### config.mk
export PLATFORM = sky130hd
export DESIGN_NAME = cpu
export DESIGN_NICKNAME = d
export VERILOG_FILES = /design/src/rtl/cpu_isa_pkg.sv /design/src/rtl/cpu_pipe_pkg.sv /design/src/rtl/register_bank.sv /design/src/rtl/decode.sv /design/src/rtl/execute.sv /design/src/rtl/result.sv /design/src/rtl/cpu.sv
export SDC_FILE = /design/constraint.sdc
export NUM_CORES = 2
export LEC_CHECK = 0
export BUFFER_PORTS_ARGS = -buffer_cell sky130_fd_sc_hd__buf_4
export CORE_MARGIN = 10
export CORE_UTILIZATION = 30
export CTS_BUF_LIST = sky130_fd_sc_hd__clkbuf_8
export DETAILED_ROUTE_END_ITERATION = 6
export PLACE_DENSITY = 0.44
export SETUP_SLACK_MARGIN = 0.15
export SLEW_MARGIN = 10
export SYNTH_ARGS = -nofsm -noshare
export SYNTH_HDL_FRONTEND = slang
export SYNTH_HIERARCHICAL = 1
export SYNTH_SLANG_ARGS = --single-unit
### constraint.sdc
create_clock -name clock -period 6.8 [get_ports clock]
set_input_delay 1.36 -clock clock [delete_from_list [all_inputs] [get_ports clock]]
set_output_delay 1.36 -clock clock [all_outputs]
set_load 0.02 [all_outputs]
### src/rtl/cpu_isa_pkg.sv
package cpu_isa_pkg;

    // Bit positions of the instruction fields
    localparam int OPCODE_W   = 7;
    localparam int RD_LSB     = 7;
    localparam int FUNCT3_LSB = 12;
    localparam int RS1_LSB    = 15;
    localparam int RS2_LSB    = 20;
    localparam int FUNCT7_LSB = 25;

    typedef enum logic [OPCODE_W-1:0] {
        OP_LOAD   = 7'b0000011,
        OP_IMM    = 7'b0010011,
        OP_STORE  = 7'b0100011,
        OP_REG    = 7'b0110011,
        OP_LUI    = 7'b0110111,
        OP_BRANCH = 7'b1100011
    } opcode_e;

    // ALU group
    localparam logic [2:0] F3_ADD_SUB = 3'b000;
    localparam logic [2:0] F3_SLT     = 3'b010;
    localparam logic [2:0] F3_XOR     = 3'b100;
    localparam logic [2:0] F3_OR      = 3'b110;
    localparam logic [2:0] F3_AND     = 3'b111;

    localparam logic [2:0] F3_BEQ     = 3'b000; // Branch group
    localparam logic [2:0] F3_BNE     = 3'b001;
    localparam logic [2:0] F3_WORD    = 3'b010; // LW and SW

    localparam logic [6:0] FUNCT7_BASE = 7'b0000000;
    localparam logic [6:0] FUNCT7_SUB  = 7'b0100000;

endpackage

### src/rtl/cpu_pipe_pkg.sv
package cpu_pipe_pkg;

    localparam int XLEN       = 32;
    localparam int REG_ADDR_W = 5;
    localparam int NUM_REGS   = 32;
    localparam int RAM_WORDS  = 64;   // Word index from address bits 7:2

    localparam logic [XLEN-1:0] RESET_PC = '0;

    typedef enum logic [2:0] {
        ALU_ADD,
        ALU_SUB,
        ALU_AND,
        ALU_OR,
        ALU_XOR,
        ALU_SLT,
        ALU_PASS_B   // LUI
    } alu_op_e;

endpackage

### src/rtl/register_bank.sv
module register_bank (
    input  logic                                clock,
    input  logic                                rst_n,
    input  logic                                write_enable,
    input  logic [cpu_pipe_pkg::REG_ADDR_W-1:0] write_address,
    input  logic [cpu_pipe_pkg::XLEN-1:0]       write_value,
    input  logic [cpu_pipe_pkg::REG_ADDR_W-1:0] read_address1,
    input  logic [cpu_pipe_pkg::REG_ADDR_W-1:0] read_address2,
    output logic [cpu_pipe_pkg::XLEN-1:0]       value1,
    output logic [cpu_pipe_pkg::XLEN-1:0]       value2
);

    logic [cpu_pipe_pkg::XLEN-1:0] regs [1:cpu_pipe_pkg::NUM_REGS-1];  // No storage for x0

    always_ff @(posedge clock or negedge rst_n) begin
        if (!rst_n) begin
            for (int i = 1; i < cpu_pipe_pkg::NUM_REGS; i++) begin
                regs[i] <= '0;
            end
        end else if (write_enable && write_address != '0) begin
            regs[write_address] <= write_value;
        end
    end

    // Same-cycle write shows through, which covers distance-two dependencies
    function automatic logic [cpu_pipe_pkg::XLEN-1:0] read_port(
        input logic [cpu_pipe_pkg::REG_ADDR_W-1:0] address
    );
        if (address == '0) return '0;
        if (write_enable && address == write_address) return write_value;
        return regs[address];
    endfunction

    always_comb begin
        value1 = read_port(read_address1);
        value2 = read_port(read_address2);
    end

endmodule

### src/rtl/decode.sv
module decode (
    input  logic                                clock,
    input  logic                                rst_n,
    input  logic                                enable,
    input  logic [cpu_pipe_pkg::XLEN-1:0]       rom_data,
    output logic [cpu_pipe_pkg::XLEN-1:0]       rom_address,
    input  logic                                branch_taken,
    input  logic [cpu_pipe_pkg::XLEN-1:0]       branch_target,
    output logic [cpu_pipe_pkg::REG_ADDR_W-1:0] rb_read_address1,
    output logic [cpu_pipe_pkg::REG_ADDR_W-1:0] rb_read_address2,
    input  logic [cpu_pipe_pkg::XLEN-1:0]       rb_value1,
    input  logic [cpu_pipe_pkg::XLEN-1:0]       rb_value2,
    output logic                                de_valid,
    output logic [cpu_pipe_pkg::XLEN-1:0]       de_pc,
    output logic [cpu_pipe_pkg::REG_ADDR_W-1:0] de_rs1,
    output logic [cpu_pipe_pkg::REG_ADDR_W-1:0] de_rs2,
    output logic [cpu_pipe_pkg::XLEN-1:0]       de_value1,
    output logic [cpu_pipe_pkg::XLEN-1:0]       de_value2,
    output logic [cpu_pipe_pkg::XLEN-1:0]       de_imm,
    output cpu_pipe_pkg::alu_op_e               de_alu_op,
    output logic                                de_alu_src,
    output logic                                de_mem_read,
    output logic                                de_mem_write,
    output logic                                de_reg_write,
    output logic [cpu_pipe_pkg::REG_ADDR_W-1:0] de_rd,
    output logic                                de_branch,
    output logic                                de_branch_ne
);

    logic [cpu_pipe_pkg::XLEN-1:0] pc;
    cpu_isa_pkg::opcode_e          opcode;
    logic [2:0]                    funct3;
    logic [6:0]                    funct7;
    logic [cpu_pipe_pkg::XLEN-1:0] imm_i, imm_s, imm_b, imm_u;
    logic [cpu_pipe_pkg::XLEN-1:0] imm;
    cpu_pipe_pkg::alu_op_e         alu_op;
    logic                          alu_src, mem_read, mem_write, reg_write;
    logic                          branch, branch_ne;

    assign rom_address = pc;

    assign opcode = cpu_isa_pkg::opcode_e'(rom_data[cpu_isa_pkg::OPCODE_W-1:0]);
    assign funct3 = rom_data[cpu_isa_pkg::FUNCT3_LSB +: 3];
    assign funct7 = rom_data[cpu_isa_pkg::FUNCT7_LSB +: 7];
    assign rb_read_address1 = rom_data[cpu_isa_pkg::RS1_LSB +: cpu_pipe_pkg::REG_ADDR_W];
    assign rb_read_address2 = rom_data[cpu_isa_pkg::RS2_LSB +: cpu_pipe_pkg::REG_ADDR_W];

    // Sign-extended immediates per format
    assign imm_i = {{20{rom_data[31]}}, rom_data[31:20]};
    assign imm_s = {{20{rom_data[31]}}, rom_data[31:25], rom_data[11:7]};
    assign imm_b = {{19{rom_data[31]}}, rom_data[31], rom_data[7], rom_data[30:25],
                    rom_data[11:8], 1'b0};
    assign imm_u = {rom_data[31:12], 12'b0};

    always_comb begin
        imm       = imm_i;
        alu_op    = cpu_pipe_pkg::ALU_ADD;
        alu_src   = 1'b1;
        mem_read  = 1'b0;
        mem_write = 1'b0;
        reg_write = 1'b0;
        branch    = 1'b0;
        branch_ne = 1'b0;   // Unknown words fall through as no-ops
        case (opcode)
            cpu_isa_pkg::OP_REG: begin
                alu_src   = 1'b0;
                reg_write = 1'b1;
                case (funct3)
                    cpu_isa_pkg::F3_ADD_SUB: alu_op = (funct7 == cpu_isa_pkg::FUNCT7_SUB) ?
                                                      cpu_pipe_pkg::ALU_SUB :
                                                      cpu_pipe_pkg::ALU_ADD;
                    cpu_isa_pkg::F3_SLT: alu_op = cpu_pipe_pkg::ALU_SLT;
                    cpu_isa_pkg::F3_XOR: alu_op = cpu_pipe_pkg::ALU_XOR;
                    cpu_isa_pkg::F3_OR:  alu_op = cpu_pipe_pkg::ALU_OR;
                    cpu_isa_pkg::F3_AND: alu_op = cpu_pipe_pkg::ALU_AND;
                    default:             reg_write = 1'b0;   // Shifts, SLTU
                endcase
                // Only SUB may carry a nonzero funct7
                if (funct7 != cpu_isa_pkg::FUNCT7_BASE &&
                    !(funct7 == cpu_isa_pkg::FUNCT7_SUB && funct3 == cpu_isa_pkg::F3_ADD_SUB)) begin
                    reg_write = 1'b0;
                end
            end
            cpu_isa_pkg::OP_IMM: begin
                reg_write = (funct3 == cpu_isa_pkg::F3_ADD_SUB);   // ADDI only
            end
            cpu_isa_pkg::OP_LUI: begin
                imm       = imm_u;
                alu_op    = cpu_pipe_pkg::ALU_PASS_B;
                reg_write = 1'b1;
            end
            cpu_isa_pkg::OP_LOAD: begin
                mem_read  = (funct3 == cpu_isa_pkg::F3_WORD);
                reg_write = (funct3 == cpu_isa_pkg::F3_WORD);
            end
            cpu_isa_pkg::OP_STORE: begin
                imm       = imm_s;
                mem_write = (funct3 == cpu_isa_pkg::F3_WORD);
            end
            cpu_isa_pkg::OP_BRANCH: begin
                imm       = imm_b;
                alu_src   = 1'b0;
                branch    = (funct3 == cpu_isa_pkg::F3_BEQ) || (funct3 == cpu_isa_pkg::F3_BNE);
                branch_ne = (funct3 == cpu_isa_pkg::F3_BNE);
            end
            default: ;
        endcase
    end

    always_ff @(posedge clock or negedge rst_n) begin
        if (!rst_n) begin
            pc           <= cpu_pipe_pkg::RESET_PC;
            de_valid     <= 1'b0;
            de_mem_read  <= 1'b0;
            de_mem_write <= 1'b0;
            de_reg_write <= 1'b0;
            de_branch    <= 1'b0;
        end else if (enable) begin
            pc           <= branch_taken ? branch_target : pc + 32'd4;
            de_valid     <= !branch_taken;   // Bubble in the slot behind a taken branch
            de_mem_read  <= mem_read;
            de_mem_write <= mem_write;
            de_reg_write <= reg_write;
            de_branch    <= branch;
        end
    end

    always_ff @(posedge clock) begin
        if (enable) begin
            de_pc        <= pc;
            de_rs1       <= rb_read_address1;
            de_rs2       <= rb_read_address2;
            de_value1    <= rb_value1;
            de_value2    <= rb_value2;
            de_imm       <= imm;
            de_alu_op    <= alu_op;
            de_alu_src   <= alu_src;
            de_rd        <= rom_data[cpu_isa_pkg::RD_LSB +: cpu_pipe_pkg::REG_ADDR_W];
            de_branch_ne <= branch_ne;
        end
    end

endmodule

### src/rtl/execute.sv
module execute (
    input  logic                                clock,
    input  logic                                rst_n,
    input  logic                                enable,
    input  logic                                de_valid,
    input  logic [cpu_pipe_pkg::XLEN-1:0]       de_pc,
    input  logic [cpu_pipe_pkg::REG_ADDR_W-1:0] de_rs1,
    input  logic [cpu_pipe_pkg::REG_ADDR_W-1:0] de_rs2,
    input  logic [cpu_pipe_pkg::XLEN-1:0]       de_value1,
    input  logic [cpu_pipe_pkg::XLEN-1:0]       de_value2,
    input  logic [cpu_pipe_pkg::XLEN-1:0]       de_imm,
    input  cpu_pipe_pkg::alu_op_e               de_alu_op,
    input  logic                                de_alu_src,
    input  logic                                de_mem_read,
    input  logic                                de_mem_write,
    input  logic                                de_reg_write,
    input  logic [cpu_pipe_pkg::REG_ADDR_W-1:0] de_rd,
    input  logic                                de_branch,
    input  logic                                de_branch_ne,
    input  logic                                wb_valid,
    input  logic [cpu_pipe_pkg::REG_ADDR_W-1:0] wb_rd,
    input  logic [cpu_pipe_pkg::XLEN-1:0]       wb_value,
    output logic                                branch_taken,
    output logic [cpu_pipe_pkg::XLEN-1:0]       branch_target,
    output logic                                ex_valid,
    output logic [cpu_pipe_pkg::XLEN-1:0]       ex_result,
    output logic [cpu_pipe_pkg::XLEN-1:0]       ex_store_value,
    output logic                                ex_mem_read,
    output logic                                ex_mem_write,
    output logic                                ex_reg_write,
    output logic [cpu_pipe_pkg::REG_ADDR_W-1:0] ex_rd
);

    logic [cpu_pipe_pkg::XLEN-1:0] src1, src2;
    logic [cpu_pipe_pkg::XLEN-1:0] op_b;
    logic [cpu_pipe_pkg::XLEN-1:0] alu_out;

    // Producer one ahead sits in the result stage
    assign src1 = (wb_valid && wb_rd == de_rs1) ? wb_value : de_value1;
    assign src2 = (wb_valid && wb_rd == de_rs2) ? wb_value : de_value2;
    assign op_b = de_alu_src ? de_imm : src2;

    always_comb begin
        case (de_alu_op)
            cpu_pipe_pkg::ALU_ADD:    alu_out = src1 + op_b;
            cpu_pipe_pkg::ALU_SUB:    alu_out = src1 - op_b;
            cpu_pipe_pkg::ALU_AND:    alu_out = src1 & op_b;
            cpu_pipe_pkg::ALU_OR:     alu_out = src1 | op_b;
            cpu_pipe_pkg::ALU_XOR:    alu_out = src1 ^ op_b;
            cpu_pipe_pkg::ALU_SLT:    alu_out = {{(cpu_pipe_pkg::XLEN-1){1'b0}},
                                                 ($signed(src1) < $signed(op_b))};
            cpu_pipe_pkg::ALU_PASS_B: alu_out = op_b;
            default:                  alu_out = '0;
        endcase
    end

    // Only raised when decode will act on it this edge
    assign branch_taken  = enable && de_valid && de_branch && ((src1 == src2) != de_branch_ne);
    assign branch_target = de_pc + de_imm;

    always_ff @(posedge clock or negedge rst_n) begin
        if (!rst_n) begin
            ex_valid     <= 1'b0;
            ex_mem_read  <= 1'b0;
            ex_mem_write <= 1'b0;
            ex_reg_write <= 1'b0;
        end else if (enable) begin
            ex_valid     <= de_valid;
            ex_mem_read  <= de_mem_read;
            ex_mem_write <= de_mem_write;
            ex_reg_write <= de_reg_write;
        end
    end

    always_ff @(posedge clock) begin
        if (enable) begin
            ex_result      <= alu_out;   // Also the load/store address
            ex_store_value <= src2;
            ex_rd          <= de_rd;
        end
    end

endmodule

### src/rtl/result.sv
module result (
    input  logic                                clock,
    input  logic                                rst_n,
    input  logic                                enable,
    input  logic                                ex_valid,
    input  logic [cpu_pipe_pkg::XLEN-1:0]       ex_result,
    input  logic [cpu_pipe_pkg::XLEN-1:0]       ex_store_value,
    input  logic                                ex_mem_read,
    input  logic                                ex_mem_write,
    input  logic                                ex_reg_write,
    input  logic [cpu_pipe_pkg::REG_ADDR_W-1:0] ex_rd,
    output logic                                wb_valid,
    output logic [cpu_pipe_pkg::REG_ADDR_W-1:0] wb_rd,
    output logic [cpu_pipe_pkg::XLEN-1:0]       wb_value
);

    logic [cpu_pipe_pkg::XLEN-1:0]               ram [cpu_pipe_pkg::RAM_WORDS];
    logic [$clog2(cpu_pipe_pkg::RAM_WORDS)-1:0] word_address;
    logic [cpu_pipe_pkg::XLEN-1:0]               load_data;

    assign word_address = ex_result[2 +: $bits(word_address)];   // Drop the byte offset
    assign load_data    = ram[word_address];

    // Contents survive reset, but nothing is written while it is held
    always_ff @(posedge clock) begin
        if (enable && rst_n && ex_valid && ex_mem_write) begin
            ram[word_address] <= ex_store_value;
        end
    end

    assign wb_valid = enable && ex_valid && ex_reg_write && (ex_rd != '0);
    assign wb_rd    = ex_rd;
    assign wb_value = ex_mem_read ? load_data : ex_result;   // Load data forwards too

endmodule

### src/rtl/cpu.sv
module cpu (
    input  logic                                clock,
    input  logic                                rst_n,
    input  logic                                enable,
    input  logic [cpu_pipe_pkg::XLEN-1:0]       rom_data,
    output logic [cpu_pipe_pkg::XLEN-1:0]       rom_address,
    output logic                                wb_valid,
    output logic [cpu_pipe_pkg::REG_ADDR_W-1:0] wb_rd,
    output logic [cpu_pipe_pkg::XLEN-1:0]       wb_value
);

    // Register bank read side
    logic [cpu_pipe_pkg::REG_ADDR_W-1:0] rb_read_address1, rb_read_address2;
    logic [cpu_pipe_pkg::XLEN-1:0]       rb_value1, rb_value2;

    // Decode to execute
    logic                                de_valid;
    logic [cpu_pipe_pkg::XLEN-1:0]       de_pc, de_value1, de_value2, de_imm;
    logic [cpu_pipe_pkg::REG_ADDR_W-1:0] de_rs1, de_rs2, de_rd;
    cpu_pipe_pkg::alu_op_e               de_alu_op;
    logic                                de_alu_src, de_mem_read, de_mem_write, de_reg_write;
    logic                                de_branch, de_branch_ne;

    logic                                branch_taken;    // Redirect back to fetch
    logic [cpu_pipe_pkg::XLEN-1:0]       branch_target;

    // Execute to result
    logic                                ex_valid, ex_mem_read, ex_mem_write, ex_reg_write;
    logic [cpu_pipe_pkg::XLEN-1:0]       ex_result, ex_store_value;
    logic [cpu_pipe_pkg::REG_ADDR_W-1:0] ex_rd;

    decode u_decode (
        .clock, .rst_n, .enable, .rom_data, .rom_address,
        .branch_taken, .branch_target,
        .rb_read_address1, .rb_read_address2, .rb_value1, .rb_value2,
        .de_valid, .de_pc, .de_rs1, .de_rs2, .de_value1, .de_value2, .de_imm,
        .de_alu_op, .de_alu_src, .de_mem_read, .de_mem_write, .de_reg_write,
        .de_rd, .de_branch, .de_branch_ne
    );

    execute u_execute (
        .clock, .rst_n, .enable,
        .de_valid, .de_pc, .de_rs1, .de_rs2, .de_value1, .de_value2, .de_imm,
        .de_alu_op, .de_alu_src, .de_mem_read, .de_mem_write, .de_reg_write,
        .de_rd, .de_branch, .de_branch_ne,
        .wb_valid, .wb_rd, .wb_value,
        .branch_taken, .branch_target,
        .ex_valid, .ex_result, .ex_store_value, .ex_mem_read, .ex_mem_write,
        .ex_reg_write, .ex_rd
    );

    result u_result (
        .clock, .rst_n, .enable,
        .ex_valid, .ex_result, .ex_store_value, .ex_mem_read, .ex_mem_write,
        .ex_reg_write, .ex_rd,
        .wb_valid, .wb_rd, .wb_value
    );

    register_bank u_register_bank (
        .clock,
        .rst_n,
        .write_enable  (wb_valid),   // Already gated by enable
        .write_address (wb_rd),
        .write_value   (wb_value),
        .read_address1 (rb_read_address1),
        .read_address2 (rb_read_address2),
        .value1        (rb_value1),
        .value2        (rb_value2)
    );

endmodule

## Word level (Yosys, flattened, before mapping)

Memories as Yosys holds them, arrays and structs flattened. A register that Yosys moved wholly into a read port is not among the register bits.
Cells that the tools add are included.

- Output and inout port bits: 70
- Logic and storage cells: 165
- Memories kept: 1
- Bits in writable memories: 2048
- Bits in registers: 1250

- Reductions and logical operators: 28
- Bitwise logic cells: 6
- $add $sub $neg: 4
- Muxes and demuxes: 43
- Equal/unequal tests: 24
- $lt $le $gt $ge: 5

Memory list:

| name | words | bits a word | rd ports | clocked after memory_dff | wr ports | line | text |
|---|---|---|---|---|---|---|---|
| u_result.ram | 64 | 32 | 1 | 1 | 1 | result.sv:17 | `logic [cpu_pipe_pkg::XLEN-1:0] ram [cpu_pipe_pkg::RAM_WORDS];` |

Operator list:

| operator | number |
|---|---|
| $bwmux 992 | 1 |
| $mux 32 | 18 |
| $bmux 32 s5 | 2 |
| $pmux 32 s7 | 1 |
| $demux 32 s5 | 1 |
| $pmux 31 s3 | 1 |
| $add 32x32->32 | 2 |
| $add 32x3->32 const B | 1 |
| $and 32x32->32 | 1 |
| $eq 32x32->1 | 1 |
| $lt 32x32->1 | 1 |
| $or 32x32->32 | 1 |
| $sub 32x32->32 | 1 |
| $xor 32x32->32 | 1 |
| $eq 7x6->1 const B | 4 |
| $eq 5x5->1 | 4 |
| $eq 3x3->1 const B | 6 |
| $ge 6x6->1 const B | 3 |
| $not 5->6 | 3 |
| $logic_and 1x1->1 | 17 |
| $mux 1 | 15 |
| $pmux 3 s5 | 1 |
| $logic_not 5->1 | 2 |
| $eq 3x2->1 const B | 3 |
| 16 further kinds | 19 |

## Depth between registers and ports, before layout

- Depth in word-level cells: 9
- Mapped depth: 28

## Hierarchy

The synthesis kept the hierarchy.

By module, submodules not included:

| module | instances | seq. area each (um^2) | cells each | area each (um^2) |
|---|---|---|---|---|
| result | 1 | 61499.0 | 4135 | 79075.8 |
| register_bank | 1 | 24823.8 | 3678 | 53610.2 |
| execute | 1 | 2172.1 | 1292 | 10890.4 |
| decode | 1 | 5370.2 | 484 | 7178.1 |

## Worst setup path after synthesis

No wires, ideal clock.

- Path type: input to register
- Start: in enable
- End: reg u_execute/ex_result[30] (netlist bit), data pin
- Arrival time: 7337 ps
- Library setup time: 158 ps
- Stages: 24
- Required time: 6642 ps
- Path slack: -695 ps
- Cells stage by stage: nand3_1 > a21oi_1 > and3_1 > buf_6 > buf_8 > clkbuf_1 > clkbuf_1 > mux2i_1 > inv_1 > ha_1 > fa_1 > a21o_1 > a21o_1 > a21o_1 > a211o_1 > a31oi_1 > o21ai_0 > and2_1 > a221oi_1 > o31ai_1 > a2111oi_0 > a211o_1 > o2111ai_1 > o211ai_1

- Longest elaborated chain between the ends: 8
- Elaborated cells on any way between the ends: 14
- Those cells by class: add/sub (2); mux (4); bitwise (3); reduce/logical (5)

Ends and longest elaborated chain:

| item | line | text |
|---|---|---|
| from (decl) | cpu.sv:4 | `input logic enable,` |
| $logic_and 1x1->1 * (3 in series) | result.sv:31 | `assign wb_valid = enable && ex_valid && ex_reg_write && (ex_rd != '0);` |
| net wb_valid | cpu.sv:7 | `output logic wb_valid,` |
| $logic_and 1x1->1 | execute.sv:40 | `assign src2 = (wb_valid && wb_rd == de_rs2) ? wb_value : de_value2;` |
| $mux 32 | execute.sv:40 |  |
| $mux 32 | execute.sv:41 | `assign op_b = de_alu_src ? de_imm : src2;` |
| $sub 32x32->32, or another cell as far along | execute.sv:46 | `cpu_pipe_pkg::ALU_SUB: alu_out = src1 - op_b;` |
| $pmux 32 s7 * | execute.sv:44 | `case (de_alu_op)` |
| to (signal assigned) | execute.sv:77 | `ex_result <= alu_out;` |
| to (decl) | execute.sv:26 | `output logic [cpu_pipe_pkg::XLEN-1:0] ex_result,` |

The timed path passes the listed nets; every way through them passes the cells marked *.
A chain may end at the register's enable or synchronous reset.

## Worst setup path after layout

- Start: reg u_execute/ex_result[4] (netlist bit)
- End: reg u_execute/ex_result[29] (netlist bit), data pin

- Longest elaborated chain between the ends: 5
- Elaborated cells on any way between the ends: 7
- Those cells by class: add/sub (2); mux (5)

Ends and longest elaborated chain:

| item | line | text |
|---|---|---|
| $mux 32 * | result.sv:33 | `assign wb_value = ex_mem_read ? load_data : ex_result;` |
| $mux 32 | execute.sv:40 |  |
| $mux 32 | execute.sv:41 |  |
| $sub 32x32->32 / $add 32x32->32 (equally long branches) | execute.sv:46, execute.sv:45 |  |
| $pmux 32 s7 * | execute.sv:44 |  |

Every way passes the cells marked *; elsewhere a longest branch is shown, timed or not.

==> results.json <==
{
  "status": "complete, no violations",
  "top_regs": "u_result/ram x2048, u_register_bank/regs x992",
  "synth_top_cell_area_share_pct": 45.1,
  "synth_cell_types": 127,
  "combPwrFrac_pct": 16.8,
  "hp-class": "input pin to flop",
  "first_iter_violations": 12000,
  "synth_most_common_cell": "edfxtp_1",
  "cp-start-kind": "flop",
  "crit_type": "flop to flop",
  "dieHeight_um": 729,
  "largest_register_ffs": 2048,
  "worst_pin_slew_ps": 1300,
  "period_needed_ps": 6770,
  "place_inst": 16600,
  "area_growth_pct": 17.9,
  "dr.pass1.iters": 6,
  "clkLatencyLatePin_ps": 1300,
  "p_leak_nw": 67.2,
  "vias": 99800,
  "hold_depth": 1,
  "cpMostUsedCell": "buf_4",
  "synth-edff-count": 2265,
  "final_nets": 10700,
  "switching_share_pct": 29.5,
  "critPathMaxFanout": 13,
  "slowest_delay_ps": 650,
  "finalSetupViolCount": 0,
  "grt_pass1_vias": 101000,
  "intPower_w": 0.0345,
  "ys_warn_count": 6,
  "die-area_um2": 531000,
  "path_clk_slew_ps": 60,
  "syn_area_um2": 151000,
  "clock_skew_ps": 119,
  "wl_per_cell_um": 34.8,
  "overflow": 0,
  "cp_slowest_cell": "a221oi_1",
  "final_cell_count_no_fill": 17700,
  "cp-end-kind": "flop",
  "rsz0062_at_grt": "true",
  "cts_tree": "built",
  "grt_usage_pct": 22.3,
  "hold_viol": 0,
  "ant_nets": 0,
  "htree_levels": 6,
  "grt_max_degree": 175,
  "arrival_ps": 7780,
  "avgViaCountPerCell": 5.65,
  "drc": 0,
  "syn_nets": 9741,
  "finalWirelength_mm": 615,
  "p_total_w": 0.0490,
  "ys_top_cells_by_count": "edfxtp_1 (2265), mux2_2 (1153), dfrtp_1 (1033)",
  "clock_sinks": 3298,
  "switchingPower_w": 0.0144,
  "sequentialPowerShare_pct": 46.9,
  "synth_seq_area_share_pct": 62.3,
  "synthArstFlopShare_pct": 31.3,
  "cts_buffer_depth": 4,
  "max_freq_mhz": 148,
  "synth-seq-cells": 3298,
  "cts_root_buffer": "clkbuf_8",
  "r2r_cells": 29,
  "drive_gt1_share_pct": 36.1,
  "clkPwrFrac_pct": 36.2,
  "r2r_slack_ps": 30,
  "rows": 260,
  "die_w_um": 729,
  "irDropWorstVdd_mv": 0.233,
  "whs_ps": 266,
  "largest-register": "u_result/ram",
  "antenna_found_initial": 46,
  "p_per_area_nw_per_um2": 276,
  "dp.final_hpwl_mm": 399,
  "synthCells": 9589,
  "place_congestion": 0.902,
  "core_area_um2": 501000,
  "max_slew_margin_pct": 13.2,
  "cp.required_ps": 7810,
  "fin_crit_sh_pct": 99.5,
  "slew_violations": 0,
  "synth_top_cell_by_area": "edfxtp_1",
  "drv_cap": 0,
  "start_util_pct": 30.1,
  "pin_count": 105,
  "synthTopCellsByArea": "edfxtp_1 (45%), dfrtp_1 (17%), mux4_2 (9.0%)",
  "cts_buffers": 577,
  "ys.flop_type": "edfxtp_1",
  "io_buffer_count": 104,
  "grt_pass1_wl_mm": 845,
  "syn_avg_cell_area_um2": 15.7
}
stage by stage:
stage / setup TNS, ps / util [%] / setup slack (ps) / instance area [µm²]
2_1_floorplan: 0 / - / 191 / 151000
3_3_place_gp: -3530 / 33.1 / -366 / 166000
4_1_cts: 0 / 35.4 / 16.3 / 177000
5_1_grt: -163 / 35.5 / -112 / 178000
3_5_place_dp: -5420 / 33.1 / -295 / 166000
6_report: 0 / 35.5 / 31.9 / 178000
cells by family (layout without fill, tap and decap cells):
family                   after synthesis  count (layout)  synth area share, %
flip-flops                          3298            3298                 62.3
AND/OR/NAND/NOR                     1185            1185                 3.81
buffers and inverters                924            2312                 3.03
AO/OA/AOI/OAI                       1775            1775                 8.73
adder cells (fa/ha/maj)              117             117                0.986
multiplexers                        2172            2172                 20.5
other                                  0              20                    0
XOR/XNOR                             118             118                0.691
cell usage in the layout, fill, tap and decap left out, types with 114 or more instances in the layout:
cell and instances:
a21oi_1 265, inv_1 316, ha_1 114, buf_4 1042, edfxtp_1 2265, a221oi_1 259
mux2i_1 310, dfrtp_1 1032, o22ai_1 121, o21ai_0 165, a22oi_1 297, nor2_1 326
mux2_2 1152, nand2_1 224, mux4_2 600, clkbuf_8 621
per-layer routing:
| layer | global-route usage (%) | share of wire, % |
|---|---|---|
| met1 | 31.7 | 43 |
| met3 | 4.58 | 8.6 |
| met4 | 7.62 | 3.8 |
| met2 | 34.1 | 44 |
| met5 | 0 | 0.0096 |
worst max-delay path, delay by kind of cell, from the launching register on:
family / cells / cell delay (ps)
AOI/OAI and AO/OA: 10 / 2660
buffers and inverters: 9 / 1650
adders and majority gates: 1 / 300
and+or+nand+nor: 8 / 1320
xor gates and xnor gates: 1 / 130
DFF: 1 / 390
worst paths after layout:
kind | to | start
max | u_execute/ex_result[29] | u_execute/ex_result[4]
min | u_decode/de_imm[31] | rom_data[31]
max reg2reg | u_execute/ex_result[29] | u_execute/ex_result[4]
min reg2reg | u_execute/ex_rd[1] | u_decode/de_rd[1]
max in group asynchronous | u_register_bank/regs[984] | rst_n
min in group asynchronous | u_register_bank/regs[117] | rst_n
area by class of cell:
class	count	area (µm²)
Multi-Input combinational cell	5367	54000
Tap cell	6681	8360
Clock buffer	620	8530
Fill cell	48000	323000
Antenna cell	20	50.0
Timing Repair Buffer	1158	10100
Clock inverter	399	2290
Inverter	135	517
Sequential cell	3298	93900
power groups by stage:
stage	Sequential, W	Clock, W	Combinational, W
2_1_floorplan	0.0232	0	0.00412
3_3_place_gp	0.0233	0	0.00796
3_5_place_dp	0.0234	0	0.00802
4_1_cts	0.0230	0.0182	0.00814
5_1_grt	0.0230	0.0190	0.00859
6_report	0.0230	0.0177	0.00825
what timing repair did:
action                     in CTS  in global routing
hold buffers                    1                  0
pin swaps                      10                 12
gates resized for setup        67                 46
setup buffers                   7                  3
cloned                          5                  1
hold endpoints to repair        2                  0
setup endpoints to repair      55                 55
(Power assumes the default switching activity.)
